### src/common/cpu_pkg.sv
// ####################
// shared widths, word types, opcodes, ALU codes and start address
// ####################
`default_nettype none

package cpu_pkg;

    localparam int ADDR_W  = 6;
    localparam int WORD_W  = 16;
    localparam int FIELD_W = 3;

    // memory address and data word
    typedef logic [ADDR_W-1:0]  addr_t;
    typedef logic [WORD_W-1:0]  word_t;

    // instruction fields
    typedef logic [3:0]         opcode_t;
    typedef logic [FIELD_W-1:0] field_t;

    typedef logic [1:0]         alu_op_t;

    // opcodes, anything else runs as a no-op
    localparam opcode_t OP_MOV  = 4'd0;
    localparam opcode_t OP_ADD  = 4'd1;
    localparam opcode_t OP_SUB  = 4'd2;
    localparam opcode_t OP_MUL  = 4'd3;
    localparam opcode_t OP_IN   = 4'd7;
    localparam opcode_t OP_OUT  = 4'd8;
    localparam opcode_t OP_STOP = 4'd15;

    localparam alu_op_t ALU_ADD = 2'd0;
    localparam alu_op_t ALU_SUB = 2'd1;
    localparam alu_op_t ALU_MUL = 2'd2;

    // first instruction lives above the data words
    localparam addr_t PC_START = 6'd8;

endpackage

`default_nettype wire

### src/logic/alu.sv
// ####################
// combinational add, subtract, multiply
// ####################
`default_nettype none

module alu (
    input  wire cpu_pkg::alu_op_t alu_op,
    input  wire cpu_pkg::word_t   a,
    input  wire cpu_pkg::word_t   b,
    output cpu_pkg::word_t        result
);

    always_comb begin
        case (alu_op)
            cpu_pkg::ALU_ADD: result = a + b;
            cpu_pkg::ALU_SUB: result = a - b;
            // product truncated to the low word
            cpu_pkg::ALU_MUL: result = a * b;
            default:          result = '0;
        endcase
    end

endmodule

`default_nettype wire

### src/logic/io_port.sv
// ####################
// four-phase req/ack sequencer for input and output channels
// ####################
`default_nettype none

module io_port (
    input  wire                 clk,
    input  wire                 rst_n,
    input  wire                 io_start,
    input  wire                 io_dir,
    input  wire cpu_pkg::word_t io_wdata,
    input  wire                 in_ack,
    input  wire cpu_pkg::word_t in_data,
    input  wire                 out_ack,
    output logic                io_done,
    output cpu_pkg::word_t      io_rdata,
    output logic                in_req,
    output logic                out_req,
    output cpu_pkg::word_t      out_data
);

    typedef enum logic [1:0] {
        IO_IDLE,
        IO_REQ,
        IO_REL,
        IO_DONE
    } io_state_t;

    io_state_t state;

    // 0 = input channel, 1 = output channel
    logic      dir_reg;
    logic      ack;

    assign ack     = dir_reg ? out_ack : in_ack;
    assign in_req  = (state == IO_REQ) && !dir_reg;
    assign out_req = (state == IO_REQ) && dir_reg;
    assign io_done = (state == IO_DONE);

    always_ff @(posedge clk or negedge rst_n) begin
        if (!rst_n) begin
            state   <= IO_IDLE;
            dir_reg <= 1'b0;
        end else begin
            case (state)
                IO_IDLE: begin
                    if (io_start) begin
                        dir_reg <= io_dir;
                        state   <= IO_REQ;
                    end
                end
                IO_REQ: begin
                    if (ack) begin
                        state <= IO_REL;
                    end
                end
                // partner must drop ack before we finish
                IO_REL: begin
                    if (!ack) begin
                        state <= IO_DONE;
                    end
                end
                default: state <= IO_IDLE;
            endcase
        end
    end

    always_ff @(posedge clk) begin
        if (state == IO_IDLE && io_start && io_dir) begin
            out_data <= io_wdata;
        end
        if (state == IO_REQ && !dir_reg && in_ack) begin
            io_rdata <= in_data;
        end
    end

endmodule

`default_nettype wire

### src/cpu/cpu_control.sv
// ####################
// control unit: PC, IR, decode and multicycle execute FSM
// ####################
`default_nettype none

module cpu_control (
    input  wire                 clk,
    input  wire                 rst_n,
    input  wire cpu_pkg::word_t mem_rdata,
    input  wire cpu_pkg::word_t alu_result,
    input  wire                 io_done,
    input  wire cpu_pkg::word_t io_rdata,
    output cpu_pkg::addr_t      mem_addr,
    output cpu_pkg::word_t      mem_wdata,
    output logic                mem_we,
    output cpu_pkg::alu_op_t    alu_op,
    output cpu_pkg::word_t      alu_a,
    output cpu_pkg::word_t      alu_b,
    output logic                io_start,
    output logic                io_dir,
    output cpu_pkg::word_t      io_wdata,
    output cpu_pkg::addr_t      pc,
    output logic                halted
);

    typedef enum logic [3:0] {
        S_START,
        S_FETCH,
        S_DECODE,
        S_OP_DIR,
        S_OP_IND,
        S_OP_CAP,
        S_EXEC,
        S_IO_START,
        S_IO_WAIT,
        S_TGT,
        S_WB,
        S_STOP
    } state_t;

    state_t           state;
    state_t           state_next;

    cpu_pkg::addr_t   pc_reg;
    cpu_pkg::word_t   ir_reg;
    cpu_pkg::word_t   src_a_reg;
    cpu_pkg::word_t   src_b_reg;
    cpu_pkg::word_t   acc_reg;

    // which operand is being fetched: 1, 2 or 3
    logic [1:0]       opnd_sel;

    cpu_pkg::opcode_t opcode;
    cpu_pkg::opcode_t dec_opcode;
    cpu_pkg::field_t  cur_field;
    logic             cur_ind;
    cpu_pkg::field_t  tgt_field;
    logic             tgt_ind;
    cpu_pkg::addr_t   rdata_addr;
    cpu_pkg::addr_t   tgt_addr;

    assign opcode     = ir_reg[15:12];
    assign dec_opcode = mem_rdata[15:12];
    assign tgt_field  = ir_reg[10:8];
    assign tgt_ind    = ir_reg[11];
    assign rdata_addr = mem_rdata[cpu_pkg::ADDR_W-1:0];

    // indirect target address comes back from the read issued in S_TGT
    assign tgt_addr = tgt_ind ? rdata_addr : {3'b000, tgt_field};

    always_comb begin
        case (opnd_sel)
            2'd1: begin
                cur_field = ir_reg[10:8];
                cur_ind   = ir_reg[11];
            end
            2'd3: begin
                cur_field = ir_reg[2:0];
                cur_ind   = ir_reg[3];
            end
            default: begin
                cur_field = ir_reg[6:4];
                cur_ind   = ir_reg[7];
            end
        endcase
    end

    always_comb begin
        case (opcode)
            cpu_pkg::OP_SUB: alu_op = cpu_pkg::ALU_SUB;
            cpu_pkg::OP_MUL: alu_op = cpu_pkg::ALU_MUL;
            default:         alu_op = cpu_pkg::ALU_ADD;
        endcase
    end

    assign alu_a     = src_a_reg;
    assign alu_b     = src_b_reg;
    assign mem_wdata = acc_reg;
    assign io_wdata  = src_a_reg;
    assign io_dir    = (opcode == cpu_pkg::OP_OUT);
    assign pc        = pc_reg;
    assign halted    = (state == S_STOP);

    always_comb begin
        state_next = state;
        mem_addr   = pc_reg;
        mem_we     = 1'b0;
        io_start   = 1'b0;
        case (state)
            S_START: state_next = S_FETCH;
            S_FETCH: state_next = S_DECODE;
            S_DECODE: begin
                case (dec_opcode)
                    cpu_pkg::OP_MOV,
                    cpu_pkg::OP_ADD,
                    cpu_pkg::OP_SUB,
                    cpu_pkg::OP_MUL,
                    cpu_pkg::OP_OUT:  state_next = S_OP_DIR;
                    cpu_pkg::OP_IN:   state_next = S_IO_START;
                    cpu_pkg::OP_STOP: state_next = S_STOP;
                    default:          state_next = S_FETCH;
                endcase
            end
            S_OP_DIR: begin
                mem_addr   = {3'b000, cur_field};
                state_next = cur_ind ? S_OP_IND : S_OP_CAP;
            end
            S_OP_IND: begin
                // pointer word arrived, read what it points at
                mem_addr   = rdata_addr;
                state_next = S_OP_CAP;
            end
            S_OP_CAP: begin
                if (opnd_sel == 2'd1) begin
                    state_next = S_IO_START;
                end else if (opnd_sel == 2'd2 && opcode != cpu_pkg::OP_MOV) begin
                    state_next = S_OP_DIR;
                end else begin
                    state_next = S_EXEC;
                end
            end
            S_EXEC: state_next = tgt_ind ? S_TGT : S_WB;
            S_IO_START: begin
                io_start   = 1'b1;
                state_next = S_IO_WAIT;
            end
            S_IO_WAIT: begin
                if (io_done) begin
                    if (io_dir) begin
                        state_next = S_FETCH;
                    end else begin
                        state_next = tgt_ind ? S_TGT : S_WB;
                    end
                end
            end
            S_TGT: begin
                mem_addr   = {3'b000, tgt_field};
                state_next = S_WB;
            end
            S_WB: begin
                mem_addr   = tgt_addr;
                mem_we     = 1'b1;
                state_next = S_FETCH;
            end
            S_STOP: state_next = S_STOP;
            default: state_next = S_START;
        endcase
    end

    always_ff @(posedge clk or negedge rst_n) begin
        if (!rst_n) begin
            state    <= S_START;
            pc_reg   <= '0;
            opnd_sel <= 2'd0;
        end else begin
            state <= state_next;
            case (state)
                S_START: pc_reg <= cpu_pkg::PC_START;
                S_FETCH: pc_reg <= pc_reg + cpu_pkg::addr_t'(1);
                S_DECODE: begin
                    // OUT reads operand 1, the rest start at operand 2
                    opnd_sel <= (dec_opcode == cpu_pkg::OP_OUT) ? 2'd1 : 2'd2;
                end
                S_OP_CAP: begin
                    if (opnd_sel == 2'd2) begin
                        opnd_sel <= 2'd3;
                    end
                end
                default: ;
            endcase
        end
    end

    always_ff @(posedge clk) begin
        case (state)
            S_DECODE: ir_reg <= mem_rdata;
            S_OP_CAP: begin
                if (opnd_sel == 2'd3) begin
                    src_b_reg <= mem_rdata;
                end else begin
                    src_a_reg <= mem_rdata;
                end
            end
            S_EXEC: acc_reg <= (opcode == cpu_pkg::OP_MOV) ? src_a_reg : alu_result;
            S_IO_WAIT: begin
                if (io_done && !io_dir) begin
                    acc_reg <= io_rdata;
                end
            end
            default: ;
        endcase
    end

endmodule

`default_nettype wire

### src/cpu/cpu_top.sv
// ####################
// CPU top: control unit, ALU and I/O port
// ####################
`default_nettype none

module cpu_top (
    input  wire                clk,
    input  wire                rst_n,
    input  wire cpu_pkg::word_t mem_rdata,
    input  wire                in_ack,
    input  wire cpu_pkg::word_t in_data,
    input  wire                out_ack,
    output cpu_pkg::addr_t     mem_addr,
    output cpu_pkg::word_t     mem_wdata,
    output logic               mem_we,
    output logic               in_req,
    output logic               out_req,
    output cpu_pkg::word_t     out_data,
    output cpu_pkg::addr_t     pc,
    output logic               halted
);

    cpu_pkg::alu_op_t alu_op;
    cpu_pkg::word_t   alu_a;
    cpu_pkg::word_t   alu_b;
    cpu_pkg::word_t   alu_result;

    logic             io_start;
    logic             io_dir;
    logic             io_done;
    cpu_pkg::word_t   io_wdata;
    cpu_pkg::word_t   io_rdata;

    cpu_control i_control (
        .clk        (clk),
        .rst_n      (rst_n),
        .mem_rdata  (mem_rdata),
        .alu_result (alu_result),
        .io_done    (io_done),
        .io_rdata   (io_rdata),
        .mem_addr   (mem_addr),
        .mem_wdata  (mem_wdata),
        .mem_we     (mem_we),
        .alu_op     (alu_op),
        .alu_a      (alu_a),
        .alu_b      (alu_b),
        .io_start   (io_start),
        .io_dir     (io_dir),
        .io_wdata   (io_wdata),
        .pc         (pc),
        .halted     (halted)
    );

    alu i_alu (
        .alu_op (alu_op),
        .a      (alu_a),
        .b      (alu_b),
        .result (alu_result)
    );

    io_port i_io (
        .clk      (clk),
        .rst_n    (rst_n),
        .io_start (io_start),
        .io_dir   (io_dir),
        .io_wdata (io_wdata),
        .in_ack   (in_ack),
        .in_data  (in_data),
        .out_ack  (out_ack),
        .io_done  (io_done),
        .io_rdata (io_rdata),
        .in_req   (in_req),
        .out_req  (out_req),
        .out_data (out_data)
    );

endmodule

`default_nettype wire

### config.mk
export PLATFORM = sky130hd
export DESIGN_NAME = cpu_top
export DESIGN_NICKNAME = d
export VERILOG_FILES = /design/src/common/cpu_pkg.sv /design/src/logic/alu.sv /design/src/logic/io_port.sv /design/src/cpu/cpu_control.sv /design/src/cpu/cpu_top.sv
export SDC_FILE = /design/constraint.sdc
export NUM_CORES = 1
export LEC_CHECK = 0
export BUFFER_PORTS_ARGS = -buffer_cell sky130_fd_sc_hd__buf_2
export CAP_MARGIN = 20
export CORE_UTILIZATION = 62
export DETAILED_ROUTE_END_ITERATION = 8
export PLACE_DENSITY = 0.82
export SLEW_MARGIN = 10
export SYNTH_ARGS = -nofsm -noshare
export SYNTH_HDL_FRONTEND = slang
export SYNTH_SLANG_ARGS = --single-unit
### constraint.sdc
create_clock -name clk -period 6.1 [get_ports clk]
set_input_delay 1.22 -clock clk [delete_from_list [all_inputs] [get_ports clk]]
set_output_delay 1.22 -clock clk [all_outputs]
set_load 0.005 [all_outputs]
# Yosys cells after proc, flatten, opt, wreduce, memory -nomap -nowiden
# Index checks and enable logic that the tools add are counted.
# op_classes
n_bitwise,1
reduce_logical,26
n_mux,28
add_sub_neg,3
n_mul,1
n_eq_ne,34
# op_table
cell,n
one-hot mux 16 bit (3 select lines),1
one-hot mux 4 bit (11 select lines),1
two-way mux 16 bit,2
one-hot mux 16 bit (2 select lines),1
equality test 4 bit (second input constant),7
equality test 4 x 2 -> 1 bit (second input constant),6
one-hot mux 6 bit (4 select lines),1
equality test 4 x 3 -> 1 bit (second input constant),5
adder 16 bit,1
multiplier 16 x 16 -> 16 bit,1
subtractor 16 bit,1
zero test 4 bit,3
two-way mux 2 bit,6
two-way mux 4 bit,3
one-hot mux 4 bit (3 select lines),1
one-hot mux 6 bit (2 select lines),1
equality test 2 bit (second input constant),5
!= test 2 x 1 -> 1 bit (second input constant),5
AND reduction 2 bit,5
equality test 4 x 1 -> 1 bit (second input constant),2
one-hot mux 2 bit (2 select lines),2
logical AND 1 bit,7
adder 6 x 1 -> 6 bit (second input constant),1
equality test 2 x 1 -> 1 bit (second input constant),3
15 further kinds,22
# word_totals
out_inout_bits,48
inputBits,36
regBits,111

# Depth between registers and ports, before layout
# depth
ltp_word,6
ltp_mapped,22
ltp_nobuf,21

# Hierarchy
# Synthesis repeated with hierarchy kept, for this count alone.
# hier_totals
cells_unflattened,966
hier_area_um2,9925.8
# by_module_without_submodules
mod,n_inst,area_each_um2,cells_per_inst
alu,1,5129.9,630
cpu_control,1,3588.4,280
io_port,1,1207.4,56

# Worst setup path before layout
# No wires, ideal clock.
# synth_timing
path_type,reg2reg
start,register i_control.src_b_reg[2] (netlist: i_control.alu_b[2])
end,register i_control.acc_reg[12] (netlist: i_control.mem_wdata[12]) (data pin)
required_time_ns,5.831
n_path_buf,2
stages_incl_launch_ff,20
path_slack_ns,0.623
setup_ns,0.269
synth_period_minus_slack_ns,5.477
arrival_time_ns,5.207
path_cell_list,edfxtp_1 -> buf_2 -> clkbuf_1 -> nand2_1 -> fa_1 -> fa_1 -> fa_1 -> fa_1 -> inv_1 -> fa_1 -> inv_1 -> fa_1 -> inv_1 -> ha_1 -> and3_1 -> nand3_1 -> and4_1 -> xnor2_1 -> a2111oi_0 -> nor3_1
# synth_via
elab_chain_len,4
elab_cells_between_ends,6
# synth_lines
item,line,text
from (decl),cpu_control.sv:47,cpu_pkg::word_t src_b_reg;
from (signal assigned),cpu_control.sv:199,src_b_reg <= mem_rdata;
multiplier 16 x 16 -> 16 bit (tied with other cells),alu.sv:18,cpu_pkg::ALU_MUL: result = a * b;
one-hot mux 16 bit (3 select lines) (*),alu.sv:14,case (alu_op)
two-way mux 16 bit (*),cpu_control.sv:204,S_EXEC: acc_reg <= (opcode == cpu_pkg::OP_MOV) ? src_a_reg : alu_result;
one-hot mux 16 bit (2 select lines) (*),cpu_control.sv:195,case (state)
to (signal assigned),cpu_control.sv:204,
to (signal assigned),cpu_control.sv:207,acc_reg <= io_rdata;
to (decl),cpu_control.sv:48,cpu_pkg::word_t acc_reg;
# Every way passes the cells marked *; elsewhere a longest branch is shown, timed or not.
# A chain may end at the register's enable or synchronous reset.

# Worst setup path after layout
# layout_timing
start,register i_control.src_b_reg[1] (netlist: i_control.alu_b[1])
end,register i_control.acc_reg[12] (netlist: i_control.mem_wdata[12]) (data pin)
# The elaborated chain is that of the path after synthesis.

==> impl_metrics.json <==
{
  "fin_ws_ns": 0.2773,
  "ys_seq_elements": 111,
  "overflow": 0,
  "grt_pass1_vias": 7193,
  "path_class": "register to register",
  "synth_ff_type": "edfxtp_1",
  "ctsHtreeMaxLevel": 3,
  "grt_pass1_wl_um": 37230,
  "hpwl_um": 18100,
  "setup_viol": 0,
  "tightest_slew_ns": 0.8337,
  "fp.dieH_um": 126.9,
  "dieArea_mm2": 0.01610,
  "p_total_mw": 5.076,
  "viasPerCell": 5.894,
  "synthCells": 970,
  "critPathMaxFanout": 15,
  "drtIter0Drc": 578,
  "grt_max_degree": 25,
  "design_area_mm2": 0.01061,
  "grt_usage": 0.3054,
  "yosys.cell_types.count": 75,
  "fin_nets": 1230,
  "synth_compound_area_frac": 0.09536,
  "synth_xor_area_frac": 0.06068,
  "fmax_mhz": 171.7,
  "post_cts_resized": 0,
  "cts_setup_buffers": 0,
  "fin_crit_ns": 5.823,
  "clockBufferDepth": 2,
  "crit_arrival_ns": 5.92,
  "synth_top_family_by_area": "adder cells",
  "fin_crit_sh": 0.9545,
  "syn_to_final_growth_pct": 9.665,
  "dr.pass1.iters": 5,
  "core_mm2": 0.01520,
  "regArea_mm2": 0.003258,
  "timing.slew.headroom": 0.4364,
  "drc": 0,
  "drt-total-wl_um": 23130,
  "multi_input_area_mm2": 0.005758,
  "hold_buffers": 0,
  "tns_ns": 0,
  "post-place-ws_ns": 0.2864,
  "muxShareOfSynthArea": 0.007763,
  "num_vias": 7279,
  "num-fill-cells": 1144,
  "numPortBuffers": 83,
  "yosysSeqAreaShare": 0.3369,
  "cts_tree": "yes",
  "fin_util": 0.6976,
  "outcome": "finished, final reports clean",
  "cts_made_buffers": 9,
  "maxSlewViolCount": 0,
  "drt.antenna.violating_nets": 0,
  "diodes": 0,
  "dpl-instance-area_mm2": 0.01030,
  "syn_area_mm2": 0.009671,
  "crit_path_start_kind": "register",
  "skew_ns": 0.007731,
  "cap_violations": 0,
  "avgSynthCellArea_um2": 9.970,
  "clk_pin_slew_ns": 0.08,
  "cts_root_buf": "clkbuf_16",
  "antenna_found_initial": 0,
  "ios": 84,
  "worst_ep_required_time_ns": 6.20,
  "cts_sinks": 111,
  "rows": 45,
  "avgRoutedWirePerCell_um": 18.73,
  "yosys.area_share.simple": 0.1709,
  "die_w_um": 126.9,
  "syn_nets": 1158,
  "synthAdderAreaFrac": 0.2595,
  "synth_edf_count": 96,
  "endpoint_kind": "register",
  "hold_viol_final": 0,
  "synthArstFlopShare": 0.1351,
  "p_per_area_mw_per_mm2": 478.7,
  "leakage_nw": 4.647,
  "place_congestion": 0.9555,
  "yosysWarningCount": 0,
  "initial_core_util": 0.6361,
  "drive_above_1_share": 0.1385,
  "hp-class": "register to register",
  "ir_worst_vdd_mv": 0.4319,
  "insertion_delay_ns": 0.36,
  "rsz0062_at_grt": "no"
}
==> per-layer routing <==
metal,GRT usage,vias to the layer above,routed length [um]
met5,0,-,0
met4,0.1085,0,744
met3,0.05146,58,1739
met2,0.5194,330,11310
met1,0.3961,3534,9337
li1,-,3357,-
==> cell usage in the layout (no fill, tap or decap), types with 15 or more instances in the layout <==
cell type  Yosys  routed
a21oi_1       34      34
and2_1        70      70
buf_2          6      83
buf_4          0      23
dfrtp_1       15      15
edfxtp_1      96      96
fa_1          81      81
ha_1          71      71
inv_1        123     123
nand2_1      106     106
nor2_1        64      64
o21ai_0       37      37
xnor2_1       47      47
xor2_1        20      20
==> critical path: stages (launching register included) <==
cell	delay [ns]
edfxtp_1	0.68
nand2_1	0.16
fa_1	0.53
fa_1	0.57
fa_1	0.46
fa_1	0.57
inv_1	0.06
fa_1	0.47
inv_1	0.05
fa_1	0.48
inv_1	0.07
ha_1	0.35
and3_1	0.16
nand3_1	0.08
and4_1	0.22
xnor2_1	0.13
a2111oi_0	0.41
nor3_1	0.10
==> synth_stat cells (4+ instances only) <==
| cell type | number | share of area |
|---|---|---|
| inv_1 | 123 | 0.048 |
| nand2_1 | 106 | 0.041 |
| edfxtp_1 | 96 | 0.30 |
| fa_1 | 81 | 0.17 |
| ha_1 | 71 | 0.092 |
| and2_1 | 70 | 0.045 |
| nor2_1 | 64 | 0.025 |
| xnor2_1 | 47 | 0.043 |
| o21ai_0 | 37 | 0.019 |
| a21oi_1 | 34 | 0.018 |
| clkbuf_1 | 33 | 0.013 |
| xor2_1 | 20 | 0.018 |
| dfrtp_1 | 15 | 0.039 |
| nor3_1 | 15 | 0.0078 |
| nand3_1 | 14 | 0.0072 |
| nand2b_1 | 11 | 0.0071 |
| nor2b_1 | 11 | 0.0071 |
| or3_1 | 8 | 0.0052 |
| o21a_1 | 7 | 0.0054 |
| a21o_1 | 6 | 0.0047 |
| buf_2 | 6 | 0.0031 |
| o211ai_1 | 6 | 0.0047 |
| a211oi_1 | 5 | 0.0039 |
| a31oi_1 | 4 | 0.0026 |
| mux2_2 | 4 | 0.0047 |
| nor3b_1 | 4 | 0.0031 |
| o31ai_1 | 4 | 0.0031 |
==> per-stage QoR <==
step,hold slack [ns],instances
after global routing,0.5749,1235
after detailed placement,0.5217,1219
after floorplan,0.4512,970
after CTS,0.5394,1235
final,0.5326,1235
after global placement,0.5085,1218
==> path summary, 6_finish.rpt <==
| check | start | endpoint | slack [ns] | depth (start not counted) |
|---|---|---|---|---|
| hold reg to reg | i_io.io_rdata[8] | i_control.mem_wdata[8] | 0.53 | 2 |
| setup reg to reg | i_control.alu_b[1] | i_control.mem_wdata[12] | 0.28 | 17 |
| setup / recovery | i_control.alu_b[1] | i_control.mem_wdata[12] | 0.28 | 17 |
| min in group asynchronous | rst_n | i_control.pc[1] | 0.77 | 1 |
| hold / removal | i_io.io_rdata[8] | i_control.mem_wdata[8] | 0.53 | 2 |
| max in group asynchronous | rst_n | i_control.state[3] | 5.05 | 1 |
==> report_power, final <==
part	leakage [nW]	switching [mW]	internal [mW]	total, mW
Clock	0.151	0.284	0.324	0.608
Combinational	3.44	1.87	1.46	3.32
Sequential	1.06	0.164	0.980	1.14
==> final cells by class <==
| class | count | share of cell area |
|---|---|---|
| Clock buffer | 9 | 0.02124 |
| Clock inverter | 7 | 0.007433 |
| Inverter | 123 | 0.04353 |
| Multi-Input combinational cell | 691 | 0.5429 |
| Sequential cell | 111 | 0.3072 |
| Tap cell | 188 | 0.02218 |
| Timing Repair Buffer | 106 | 0.05545 |
==> kinds of logic (layout without fill, tap and decap cells) <==
kind of cell | count (synthesis) | count (layout)
and+or+nand+nor | 328 | 328
buffers and inverters | 168 | 245
adders and majority gates | 152 | 152
AOI/OAI and AO/OA | 137 | 137
DFF | 111 | 111
xor gates and xnor gates | 67 | 67
muxes | 7 | 7
(Power assumes the default switching activity.)
